## src/rtl/aib_lane_pkg.sv

```systemverilog
// Shared lane widths, APB types and control register layout for the AIB lane adapter

`default_nettype none

package aib_lane_pkg;

   //--------------------------------------------------------------------------
   // PHY lane geometry
   //--------------------------------------------------------------------------

   localparam int AIB_WIDTH = 80;                     // AIB data port is always 80 lanes
   localparam int AIB_HALF  = AIB_WIDTH / 2;          // Narrow bridge width, DDR lane count

   typedef logic [AIB_WIDTH-1:0] aib_word_t;          // One word across all PHY lanes

   //--------------------------------------------------------------------------
   // APB slave port
   //--------------------------------------------------------------------------

   typedef logic [11:0] apb_addr_t;                   // 4 KB register window
   typedef logic [31:0] apb_data_t;                   // Read and write data

   // Control register, only one mapped location
   localparam apb_addr_t ADDR_CTRL = 12'h000;

   // Control register bit positions
   localparam int CTRL_DDR_BIT     = 0;               // 1 = DDR, 0 = SDR lane spread
   localparam int CTRL_NS_RSTN_BIT = 1;               // Near side reset release
   localparam int CTRL_FS_RSTN_BIT = 2;               // Far side reset release

   // Bits above CTRL_FS_RSTN_BIT are not stored and read as zero.
   // Both reset release bits must be set before the combined AIB reset
   // is taken out of reset.

endpackage : aib_lane_pkg

`default_nettype wire
```

## src/rtl/aib_lane_adapter.sv

```systemverilog
// AIB lane adapter top, APB control block beside the transmit and receive lane stages

`timescale 1ns/1ps
`default_nettype none

module aib_lane_adapter
   import aib_lane_pkg::*;
#(
   parameter int DWIDTH = 40                          // Bridge width, 40 or 80
)
(
   input  wire logic              clk,                // System and APB clock
   input  wire logic              i_reset,            // Sync reset, active high

   // APB slave
   input  wire logic              i_psel,             // Select
   input  wire logic              i_penable,          // Access phase
   input  wire logic              i_pwrite,           // Direction
   input  wire apb_addr_t         i_paddr,            // Address
   input  wire apb_data_t         i_pwdata,           // Write data
   output apb_data_t              o_prdata,           // Read data
   output logic                   o_pready,           // Always ready in access

   // Bridge to PHY
   input  wire logic [DWIDTH-1:0] i_tx_data,          // Bridge transmit word
   output aib_word_t              o_phy_tx_data,      // PHY transmit lanes

   // PHY to bridge
   input  wire aib_word_t         i_phy_rx_data,      // PHY receive lanes
   output logic [DWIDTH-1:0]      o_rx_data,          // Bridge receive word

   output logic                   o_aib_rstn          // Combined NS and FS reset release
);

   logic ddr_en;                                      // Mode to both lane stages

   //--------------------------------------------------------------------------
   // Control register block
   //--------------------------------------------------------------------------

   aib_apb_regs u_regs (
      .clk        (clk),
      .i_reset    (i_reset),
      .i_psel     (i_psel),
      .i_penable  (i_penable),
      .i_pwrite   (i_pwrite),
      .i_paddr    (i_paddr),
      .i_pwdata   (i_pwdata),
      .o_prdata   (o_prdata),
      .o_pready   (o_pready),
      .o_ddr_en   (ddr_en),                           // Fans out to TX and RX
      .o_aib_rstn (o_aib_rstn)
   );

   //--------------------------------------------------------------------------
   // Transmit path, bridge to PHY
   //--------------------------------------------------------------------------

   aib_tx_lane_map #(
      .DWIDTH (DWIDTH)
   ) u_tx_map (
      .clk           (clk),
      .i_reset       (i_reset),
      .i_ddr_en      (ddr_en),
      .i_tx_data     (i_tx_data),
      .o_phy_tx_data (o_phy_tx_data)                  // 1 cycle after i_tx_data
   );

   //--------------------------------------------------------------------------
   // Receive path, PHY to bridge
   //--------------------------------------------------------------------------

   aib_rx_lane_map #(
      .DWIDTH (DWIDTH)
   ) u_rx_map (
      .clk           (clk),
      .i_reset       (i_reset),
      .i_ddr_en      (ddr_en),
      .i_phy_rx_data (i_phy_rx_data),
      .o_rx_data     (o_rx_data)                      // 1 cycle after i_phy_rx_data
   );

endmodule : aib_lane_adapter

`default_nettype wire

```

## src/rtl/aib_rx_lane_map.sv

```systemverilog
// Receive stage gathering bridge data back from the 80 AIB PHY lanes, one register deep

`timescale 1ns/1ps
`default_nettype none

module aib_rx_lane_map
   import aib_lane_pkg::*;
#(
   parameter int DWIDTH = 40                          // Bridge width, 40 or 80
)
(
   input  wire logic        clk,                      // System clock
   input  wire logic        i_reset,                  // Sync reset, active high
   input  wire logic        i_ddr_en,                 // 1 = DDR, 0 = SDR
   input  wire aib_word_t   i_phy_rx_data,            // PHY lane word, one per cycle
   output logic [DWIDTH-1:0] o_rx_data                // Bridge word
);

   logic [DWIDTH-1:0] map_data;                       // Bridge word ahead of the register
   logic [DWIDTH-1:0] rx_q;                           // Output register

   //--------------------------------------------------------------------------
   // Lane gather
   //--------------------------------------------------------------------------

   generate
      if (DWIDTH == AIB_WIDTH) begin : g_wide
         // Full width bridge, lanes pass straight through
         always_comb begin
            map_data = i_phy_rx_data[DWIDTH-1:0];
         end
      end else begin : g_narrow
         logic [AIB_HALF-1:0] sdr_data;               // Even lanes collected
         logic [AIB_HALF-1:0] ddr_data;               // Low lanes as they come

         // SDR picks every even lane, odd lanes ignored
         for (genvar i = 0; i < AIB_HALF; i++) begin : g_gather
            assign sdr_data[i] = i_phy_rx_data[2*i];
         end

         assign ddr_data = i_phy_rx_data[AIB_HALF-1:0];

         // Mode from the edge that samples the lanes
         always_comb begin
            if (i_ddr_en) begin
               map_data = ddr_data;
            end else begin
               map_data = sdr_data;
            end
         end
      end
   endgenerate

   //--------------------------------------------------------------------------
   // Register stage
   //--------------------------------------------------------------------------

   always_ff @(posedge clk) begin
      if (i_reset) begin
         rx_q <= '0;                                  // Bridge sees zero out of reset
      end else begin
         rx_q <= map_data;                            // One cycle latency
      end
   end

   assign o_rx_data = rx_q;

   //--------------------------------------------------------------------------
   // Checks
   //--------------------------------------------------------------------------

   a_dwidth_legal: assert property (
      @(posedge clk)
      (DWIDTH == AIB_HALF) || (DWIDTH == AIB_WIDTH)
   ) else $error("aib_rx_lane_map DWIDTH must be 40 or 80");

   // Register block must hold a defined mode once out of reset
   a_ddr_en_known: assert property (
      @(posedge clk) disable iff (i_reset)
      !$isunknown(i_ddr_en)
   ) else $error("RX ddr_en unknown after reset");

endmodule : aib_rx_lane_map

`default_nettype wire

```

## src/rtl/aib_tx_lane_map.sv

```systemverilog
// Transmit stage spreading bridge data onto the 80 AIB PHY lanes, one register deep

`timescale 1ns/1ps
`default_nettype none

module aib_tx_lane_map
   import aib_lane_pkg::*;
#(
   parameter int DWIDTH = 40                          // Bridge width, 40 or 80
)
(
   input  wire logic              clk,                // System clock
   input  wire logic              i_reset,            // Sync reset, active high
   input  wire logic              i_ddr_en,           // 1 = DDR, 0 = SDR
   input  wire logic [DWIDTH-1:0] i_tx_data,          // Bridge word, one per cycle
   output aib_word_t              o_phy_tx_data       // PHY lane word
);

   aib_word_t map_word;                               // Lane word ahead of the register
   aib_word_t tx_q;                                   // Output register

   //--------------------------------------------------------------------------
   // Lane mapping
   //--------------------------------------------------------------------------

   generate
      if (DWIDTH == AIB_WIDTH) begin : g_wide
         // Full width bridge, word goes straight to the lanes
         always_comb begin
            map_word = aib_word_t'(i_tx_data);
         end
      end else begin : g_narrow
         aib_word_t sdr_word;                         // Bit i on lane 2i+1
         aib_word_t ddr_word;                         // Data packed on low lanes

         // SDR spread, even lanes idle
         for (genvar i = 0; i < AIB_HALF; i++) begin : g_spread
            assign sdr_word[2*i]   = 1'b0;            // Even lane unused in SDR
            assign sdr_word[2*i+1] = i_tx_data[i];    // Odd lane carries the bit
         end

         assign ddr_word = {{AIB_HALF{1'b0}},         // Upper lanes idle
                            i_tx_data[AIB_HALF-1:0]}; // Low 40 lanes

         // Mode taken from the same edge that samples the data
         always_comb begin
            if (i_ddr_en) begin
               map_word = ddr_word;
            end else begin
               map_word = sdr_word;
            end
         end
      end
   endgenerate

   //--------------------------------------------------------------------------
   // Register stage
   //--------------------------------------------------------------------------

   always_ff @(posedge clk) begin
      if (i_reset) begin
         tx_q <= '0;                                  // Lanes quiet out of reset
      end else begin
         tx_q <= map_word;                            // One cycle latency
      end
   end

   assign o_phy_tx_data = tx_q;

   //--------------------------------------------------------------------------
   // Checks
   //--------------------------------------------------------------------------

   a_dwidth_legal: assert property (
      @(posedge clk)
      (DWIDTH == AIB_HALF) || (DWIDTH == AIB_WIDTH)
   ) else $error("aib_tx_lane_map DWIDTH must be 40 or 80");

   // Mode bit comes from the register block and must be settled
   a_ddr_en_known: assert property (
      @(posedge clk) disable iff (i_reset)
      !$isunknown(i_ddr_en)
   ) else $error("TX ddr_en unknown after reset");

endmodule : aib_tx_lane_map

`default_nettype wire

```

## src/rtl/aib_apb_regs.sv

```systemverilog
// APB slave holding the AIB lane control register and the combined AIB reset

`timescale 1ns/1ps
`default_nettype none

module aib_apb_regs
   import aib_lane_pkg::*;
(
   input  wire logic      clk,                        // System clock, APB runs here too
   input  wire logic      i_reset,                    // Sync reset, active high

   // APB slave
   input  wire logic      i_psel,                     // Select
   input  wire logic      i_penable,                  // Access phase
   input  wire logic      i_pwrite,                   // 1 = write, 0 = read
   input  wire apb_addr_t i_paddr,                    // Byte address
   input  wire apb_data_t i_pwdata,                   // Write data
   output apb_data_t      o_prdata,                   // Read data, valid in access phase
   output logic           o_pready,                   // No wait states

   // Control outputs
   output logic           o_ddr_en,                   // To both lane stages
   output logic           o_aib_rstn                  // NS and FS reset both released
);

   localparam int CTRL_W = CTRL_FS_RSTN_BIT + 1;      // Stored control bits

   //--------------------------------------------------------------------------
   // Access decode
   //--------------------------------------------------------------------------

   logic              access;                         // Access phase of any transfer
   logic              ctrl_sel;                       // Address hits CTRL
   logic              ctrl_wr;                        // Write strobe for CTRL
   logic              ctrl_rd;                        // Read of CTRL on the bus
   logic [CTRL_W-1:0] ctrl_q;                         // DDR, NS and FS bits

   assign access   = i_psel & i_penable;              // Setup phase has penable low
   assign ctrl_sel = (i_paddr == ADDR_CTRL);          // Single mapped register
   assign ctrl_wr  = access & i_pwrite & ctrl_sel;    // Other addresses ignored
   assign ctrl_rd  = i_psel & ~i_pwrite & ctrl_sel;   // Data ready from setup onward

   //--------------------------------------------------------------------------
   // Control register
   //--------------------------------------------------------------------------

   // Write lands on the edge that ends the access phase
   always_ff @(posedge clk) begin
      if (i_reset) begin
         ctrl_q <= '0;                                // SDR, both sides held in reset
      end else if (ctrl_wr) begin
         ctrl_q <= i_pwdata[CTRL_W-1:0];              // Upper write bits dropped
      end
   end

   //--------------------------------------------------------------------------
   // Bus outputs
   //--------------------------------------------------------------------------

   always_comb begin
      if (ctrl_rd) begin
         o_prdata = apb_data_t'(ctrl_q);              // Zero extended, upper bits read 0
      end else begin
         o_prdata = '0;                               // Unmapped or idle
      end
   end

   assign o_pready = access;                          // Every access completes at once

   // Control fan out
   assign o_ddr_en   = ctrl_q[CTRL_DDR_BIT];
   assign o_aib_rstn = ctrl_q[CTRL_NS_RSTN_BIT] &     // AND of both reset releases
                       ctrl_q[CTRL_FS_RSTN_BIT];

   //--------------------------------------------------------------------------
   // Protocol checks
   //--------------------------------------------------------------------------

   // Enable only ever rides on a selected transfer
   a_penable_needs_psel: assert property (
      @(posedge clk) disable iff (i_reset)
      i_penable |-> i_psel
   ) else $error("APB penable high without psel");

   // With pready tied to the access phase, an access phase lasts one cycle
   a_access_one_cycle: assert property (
      @(posedge clk) disable iff (i_reset)
      access |=> !i_penable
   ) else $error("APB access phase held past the completing edge");

   // An access phase is always entered from a setup phase
   a_setup_before_access: assert property (
      @(posedge clk) disable iff (i_reset)
      $rose(i_penable) |-> $past(i_psel)
   ) else $error("APB access phase without a setup phase");

endmodule : aib_apb_regs

`default_nettype wire

```

## config.mk

```make
export PLATFORM = sky130hd
export DESIGN_NAME = aib_lane_adapter
export DESIGN_NICKNAME = d
export VERILOG_FILES = /design/src/rtl/aib_lane_pkg.sv /design/src/rtl/aib_lane_adapter.sv /design/src/rtl/aib_rx_lane_map.sv /design/src/rtl/aib_tx_lane_map.sv /design/src/rtl/aib_apb_regs.sv
export SDC_FILE = /design/constraint.sdc
export NUM_CORES = 1
export LEC_CHECK = 0
export ABC_AREA = 1
export BUFFER_PORTS_ARGS = -buffer_cell sky130_fd_sc_hd__clkbuf_2
export CORE_AREA = 5 5 122 124
export CTS_BUF_LIST = sky130_fd_sc_hd__clkbuf_2 sky130_fd_sc_hd__clkbuf_4 sky130_fd_sc_hd__clkbuf_8
export CTS_CLUSTER_SIZE = 10
export DETAILED_ROUTE_END_ITERATION = 16
export DIE_AREA = 0 0 127 129
export GPL_TIMING_DRIVEN = 1
export RECOVER_POWER = 25
export SETUP_SLACK_MARGIN = 0.4
export SLEW_MARGIN = 25
export SYNTH_ARGS = -nofsm -noshare
export SYNTH_HDL_FRONTEND = slang
export SYNTH_SLANG_ARGS = --single-unit
```

## constraint.sdc

```tcl
create_clock -name clk -period 2.49 [get_ports clk]
set_input_delay 0.249 -clock clk [delete_from_list [all_inputs] [get_ports clk]]
set_output_delay 0.249 -clock clk [all_outputs]
set_load 0.02 [all_outputs]
```

==> results by group, run 1 <==
Synth
  • Mapped Cells: 417
  • Synth Cell Area: 0.00361 mm2
  • Largest family of logic cells by synthesized area: buffers and inverters
  • Post-Synth XOR/XNOR Area: 0%
  • Post-synth top cells: dfxtp_1 (103), inv_1 (71), nor2_1 (54), buf_4 (50), nand2_1 (31)
  • Post-synthesis mux area share: 0%
  • Avg Cell Area, Syn: 8.66 um2
  • Most common cell in the netlist: dfxtp_1
  • Top cell type's share of synthesized area: 57.1%
  • Async SR Flop Fraction: 0%
  • Synth Flop Type: dfxtp_1
  • EDFF count, synth: 0
  • Synth area leader: dfxtp_1
  • Compound-Gate Fraction of Synth Area: 9.19%
  • Yosys cell types: 18
  • Seq/Total Area, Yosys: 57.1%
  • Post-Synth Adder-Cell Area: 0%
  • #FFs+latches synth: 103
  • Synth Area in Simple Gates: 13.1%
  • Top post-synthesis cells by area: dfxtp_1 (57%), buf_4 (10%), inv_1 (7.4%)
  • Yosys warnings: 0

CTS
  • Worst skew pair latency: 0.37 ns
  • CTS tree: done
  • CTS Root Cell: clkbuf_8
  • Maximum root-to-sink buffer count: 2
  • Post_cts resized: 0
  • Clock sinks: 103
  • Clock buffer count from CTS: 9
  • H-tree depth: 3
  • Clock Pin Slew Worst Setup and Hold Paths: 0.10 ns
  • Setup bufs post-CTS: 0
  • # hold bufs at CTS: 0

Setup path
  • CP Launch Type: flop
  • Critical path data required time: 2.24 ns
  • CP arrival: 1.66 ns
  • CP endpoint kind: output pin
  • Crit Path Class: flop to output pin
  • CP startpoint: u_regs.ctrl_q[0]
  • Max FO, Critical Path: 22
  • R2R setup slack: 0.84 ns
  • Reg-to-reg critical path startpoint: u_regs.ctrl_q[0]

GRT
  • GRT Overall Usage: 13.1%
  • Vias in the first global route: 3,246
  • GR Overflow Total: 0
  • Initial antenna violation count: 0
  • First-pass GRT wire length: 16,500 um
  • Largest net degree at the start of global routing: 60

Floorplan
  • Boundary pin count: 323
  • CORE AREA: 0.0137 mm2
  • Starting Density: 26.4%
  • Die ar.: 0.0164 mm2
  • Chip width: 127 um
  • Die Ht: 129 um
  • Cell Rows: 43

Timing
  • Setup ws final: 0.581 ns
  • Crit path time final: 1.91 ns
  • Hold_ws: 0.0646 ns
  • Fmax: 524 MHz
  • Setup TNS: 0 ns
  • Worst-Margin Slew: 0.620 ns
  • Worst clock skew: 0.0149 ns
  • Final period util: 76.7%
  • Relative slew slack: 58.7%
  • Max-slew violation count: 0
  • Fin. Hold Viols: 0
  • Setup-failing EPs final: 0
  • RSZ-0062 raised after global routing: false

Layout
  • ANT cells: 0
  • Nets@finish: 809
  • Finished Layout Cells: 825
  • Layout area overhead: 35.7%
  • Fraction of layout cells with a size suffix above 1: 31.3%

Drt
  • DR vias/cell: 3.90
  • Drc violations: 0
  • Final ANT Viol Nets: 0
  • Wirelength per Cell: 13.2 um
  • Routed via count: 3,219
  • Final WL: 10,900 um
  • Iter 0 DRT Violations: 107
  • DRT Pass-1 Iters: 4

Pwr
  • PD cells: 661 mW/mm2
  • Leak Pwr: 2.64 nW
  • VDD IR max: 0.246 mV

Placement
  • Dpl ws: 0.814 ns
  • Port Buffer Count: 224
  • Gp weighted congestion: 0.785
  • Dpl cells: 809
  • Hpwl dp: 8630 um

Outcome
  • Status: complete, no violations

Hold path
  • Worst hold path class: input pin to flop
  • Hold Path Origin: i_phy_rx_data[0]

Job
  • Max-Cap Viols: 0
-- per-stage QoR --
step,util (%),cell area (um2),total power (W)
after global placement,34.8,4760,0.00221
after global routing,35.8,4900,0.00342
after detailed placement,34.8,4760,0.00221
after floorplan,-,3790,0.00208
after CTS,36.3,4960,0.00331
final,35.8,4900,0.00324
-- state kept, by name (all words and copies together) (netlist names) --
| register | flops |
|---|---|
| u_regs.ctrl_q | 3 |
| u_rx_map.o_rx_data | 40 |
| u_tx_map.o_phy_tx_data | 60 |
-- where the power goes --
part | switching (W) | internal [W] | total (W)
Sequential | 0.0000166 | 0.00172 | 0.00173
Clock | 0.000579 | 0.000496 | 0.00108
Combinational | 0.000289 | 0.000138 | 0.000428
Total | 0.000885 | 0.00235 | 0.00324
-- layer usage --
metal	vias up	share of wire, %	wire length, um	GRT usage, %
met3	18	11	1200	4.77
li1	1631	-	-	-
met2	191	46	5060	22.2
met4	0	2.7	300	6.50
met5	-	0	0	0
met1	1379	40	4360	14.6
-- logic make-up (layout without fill, tap and decap cells) --
logic type,Yosys count,in the layout
compound gates,59,59
flops,103,103
simple gates,113,113
other cells,1,49
buf+inv,141,321
-- critical path, cell delays in order, from the launching register on --
cell and delay, ns:
dfxtp_1 0.67, inv_2 0.08, buf_4 0.25, nor2_1 0.12
clkbuf_2 0.17
-- final timing paths --
path,cells after the start,endpoint
worst max-delay path,4,o_prdata[0]
worst min register to register,4,u_regs.ctrl_q[1]
worst min-delay path,3,u_rx_map.o_rx_data[0]
worst max register to register,4,u_rx_map.o_rx_data[7]
-- layout make-up --
cell class,count,area (um2)
Inverter,73,274
Sequential cell,103,2060
Tap cell,180,225
Clock inverter,6,65.1
Multi-Input combinational cell,221,991
Timing Repair Buffer,232,1140
Clock buffer,10,138
Fill cell,1511,8770
-- cell usage in the layout, fill, tap and decap left out, types with 2 or more instances in the layout --
| cell | synthesis | layout |
|---|---|---|
| a21oi_1 | 10 | 10 |
| buf_12 | 0 | 2 |
| buf_4 | 50 | 6 |
| clkbuf_1 | 5 | 50 |
| clkbuf_2 | 0 | 174 |
| clkbuf_8 | 0 | 10 |
| clkinv_2 | 0 | 2 |
| conb_1 | 1 | 49 |
| dfxtp_1 | 103 | 103 |
| inv_1 | 71 | 72 |
| inv_6 | 0 | 2 |
| nand2_1 | 31 | 30 |
| nand2_2 | 1 | 2 |
| nand3_1 | 21 | 21 |
| nand4_1 | 4 | 4 |
| nor2_1 | 54 | 54 |
| o21ai_0 | 20 | 20 |
| o22ai_1 | 29 | 29 |
No activity file was read; power rests on OpenSTA's default activity.
==> run 2, diff against run 1 <==
Settings changed: CORE_AREA 5 5 122 124 to 5 5 121 123, DIE_AREA 0 0 127 129 to 0 0 126 128.
Clock period 2.49 ns to 1.6 ns, I/O delays scaled along.
==> run 2 against run 1 <==
Effect of this change: worst hold slack got worse by 0.036 ns; utilization rose by 5.2 points; die area fell by 1.6%; clock power rose by 44%; sequential power rose by 56%; cell count rose by 7.4%; combinational power rose by 86%; sequential cell count did not move.
==> results by group, run 2 (same netlist as run 1, synthesis figures left out) <==
Setup path
  • Crit-path cells: buf_6, nor2_1, nand2_2, nor2_1, nand4_1, nor2_1, buf_4
  • Critical path data required time: 1.44 ns (-0.80 ns)
  • Reg-to-reg critical path startpoint: u_regs.ctrl_q[0]
  • CP arrival: 1.18 ns (-0.48 ns)
  • CP Launch Type: input pin
  • Worst path bufs/invs: 2 (-1)
  • CP peak stage delay: 0.23 ns (-0.44 ns)
  • Slowest cell on the critical path: nand4_1
  • CP startpoint: i_paddr[0]
  • CP endpoint kind: output pin
  • CP dominant cell by count: nor2_1
  • Crit Path Class: input pin to output pin
  • Worst path top cell family by delay: simple AND/OR/NAND/NOR gates
  • Max FO, Critical Path: 3 (-86%)

Timing
  • Setup-failing EPs final: 0 (unchanged)
  • Worst clock skew: 0.00784 ns (-0.00704 ns)
  • Final period util: 83.5%
  • Hold_ws: 0.0291 ns (-0.0356 ns)
  • Fmax: 748 MHz
  • Fin. Hold Viols: 0 (unchanged)
  • Setup TNS: 0 ns (unchanged)
  • RSZ-0062 raised after global routing: true
  • Crit path time final: 1.34 ns
  • Max-slew violation count: 0 (unchanged)

Floorplan
  • Die ar.: 0.0161 mm2 (-1.6%)
  • Die Ht: 128 um (-0.78%)
  • Chip width: 126 um (-0.79%)
  • Boundary pin count: 323 (unchanged)
  • CORE AREA: 0.0136 mm2 (-0.79%)
  • Starting Density: 26.6% (+0.21 points)
  • Cell Rows: 43 (unchanged)

GRT
  • Vias in the first global route: 3,503 (+7.9%)
  • Met1 Usage GRT: 15.5% (+0.90 points)
  • Initial antenna violation count: 0 (unchanged)
  • First-pass GRT wire length: 17,400 um (+5.9%)
  • GR Overflow Total: 0 (unchanged)
  • Met3 GRT Util: 5.00% (+0.23 points)
  • Largest net degree at the start of global routing: 42 (-30%)
  • GRT Overall Usage: 13.8% (+0.62 points)
  • GRT met2 Usage: 23.5% (+1.3 points)
  • GRT busiest layer: met2

Drt
  • Final ANT Viol Nets: 0 (unchanged)
  • Routed via count: 3,488 (+8.4%)
  • Final WL: 11,400 um (+4.0%)
  • Iter 0 DRT Violations: 94 (-12%)
  • Wirelength per Cell: 12.8 um (-3.1%)
  • Drc violations: 0 (unchanged)
  • DR vias/cell: 3.94 (+0.90%)
  • DRT Pass-1 Iters: 4 (unchanged)

Placement
  • Gp weighted congestion: 0.744 (-5.2%)
  • Hpwl dp: 8470 um (-1.8%)
  • Port Buffer Count: 224 (unchanged)

CTS
  • CTS tree: done
  • Clock sinks: 103 (unchanged)
  • CTS Root Cell: clkbuf_8
  • H-tree depth: 3 (unchanged)
  • Clock Pin Slew Worst Setup and Hold Paths: 0.10 ns (about the same)
  • Clock buffer count from CTS: 9 (unchanged)
  • Maximum root-to-sink buffer count: 2 (unchanged)
  • Worst skew pair latency: 0.36 ns (about the same)

Pwr
  • Logic pwr share: 15.8% (+2.6 points)
  • Sequential power share: 53.5% (about the same)
  • Clk pwr share: 30.8% (-2.4 points)
  • PD cells: 907 mW/mm2 (+37%)
  • Switching portion of total power: 28.7% (+1.3 points)
  • Leak Pwr: 2.98 nW (+13%)
  • VDD IR max: 0.440 mV (+79%)
  • Internal power: 0.00360 W (+53%)
  • Switch Pwr: 0.00145 W (+64%)

Layout
  • Most frequent cells in the layout: clkbuf_2 (195), dfxtp_1 (101), inv_1 (71)
  • Nets@finish: 869 (+7.4%)
  • Most common cell after layout, fill and taps aside: clkbuf_2
  • Fin util: 41.0% (+5.2 points)
  • Largest register FFs: 60 (unchanged)
  • Fraction of layout cells with a size suffix above 1: 34.8% (+3.4 points)
  • Layout area overhead: 54.2%

Outcome
  • Status: complete, no violations

Hold path
  • Worst hold path class: input pin to flop
  • Hold Path Origin: i_phy_rx_data[56]

Job
  • Max-Cap Viols: 0 (unchanged)
## run 2: changes by cell type in the layout (fill, tap and decap cells not counted), sizes merged
cell and delta:
clkbuf -4, dlygate4sd3 +51, diode +1, buf +13, bufinv -1, clkinvlp +1
## run 2: area by class of cell
type	count	area [um2]
tap	180	225
clock inverter	6	55.1
inverter	73	282
clock buffer	10	131
antenna	1	2.50
sequential	103	2060
multi-input combinational	221	1010
timing repair buffer	292	1790
fill	1412	7990
## run 2: power by group through the flow
stage | clock network, W | logic [W] | registers, W
floorplan | 0 | 0.000335 | 0.00290
global placement | 0 | 0.000692 | 0.00275
detailed placement | 0 | 0.000693 | 0.00276
CTS | 0.00163 | 0.000794 | 0.00270
global route | 0.00173 | 0.000866 | 0.00271
finish | 0.00155 | 0.000796 | 0.00270
## run 2: worst reg2reg max path: stages (launching register included)
cell	delay [ns]
dfxtp_1	0.44
clkbuf_1	0.18
nand2_1	0.13
buf_6	0.22
o22ai_1	0.20
## run 2: what timing repair did
item	in CTS	in global routing
hold buffers	51	0
setup endpoints to repair	3	23
pin swaps	4	10
resized for setup	12	20
endpoints found under the hold margin	51	0
buffers inserted	2	5
cloned	0	0
## run 2: worst paths after layout
path	endpoint	slack, ns	depth (start not counted)
setup reg to reg	u_tx_map.o_phy_tx_data[13]	0.35	4
hold reg to reg	u_regs.ctrl_q[2]	0.55	4
hold / removal	u_rx_map.o_rx_data[28]	0.03	3
setup / recovery	o_prdata[2]	0.26	7
## run 2: layer usage
layer / wire length, um / vias up
met5: 0 / -
met4: 263 / 0
met3: 1180 / 18
met2: 5420 / 196
met1: 4510 / 1520
li1: - / 1754
## run 2: metrics by stage
stage	instances	total power [W]	worst slack, ns	area (um2)
2_1_floorplan	465	0.00323	0.523	3790
5_1_grt	885	0.00530	0.213	5560
4_1_cts	880	0.00512	0.361	5520
3_3_place_gp	811	0.00345	0.341	4770
3_5_place_dp	811	0.00345	0.354	4770
6_report	886	0.00505	0.264	5570
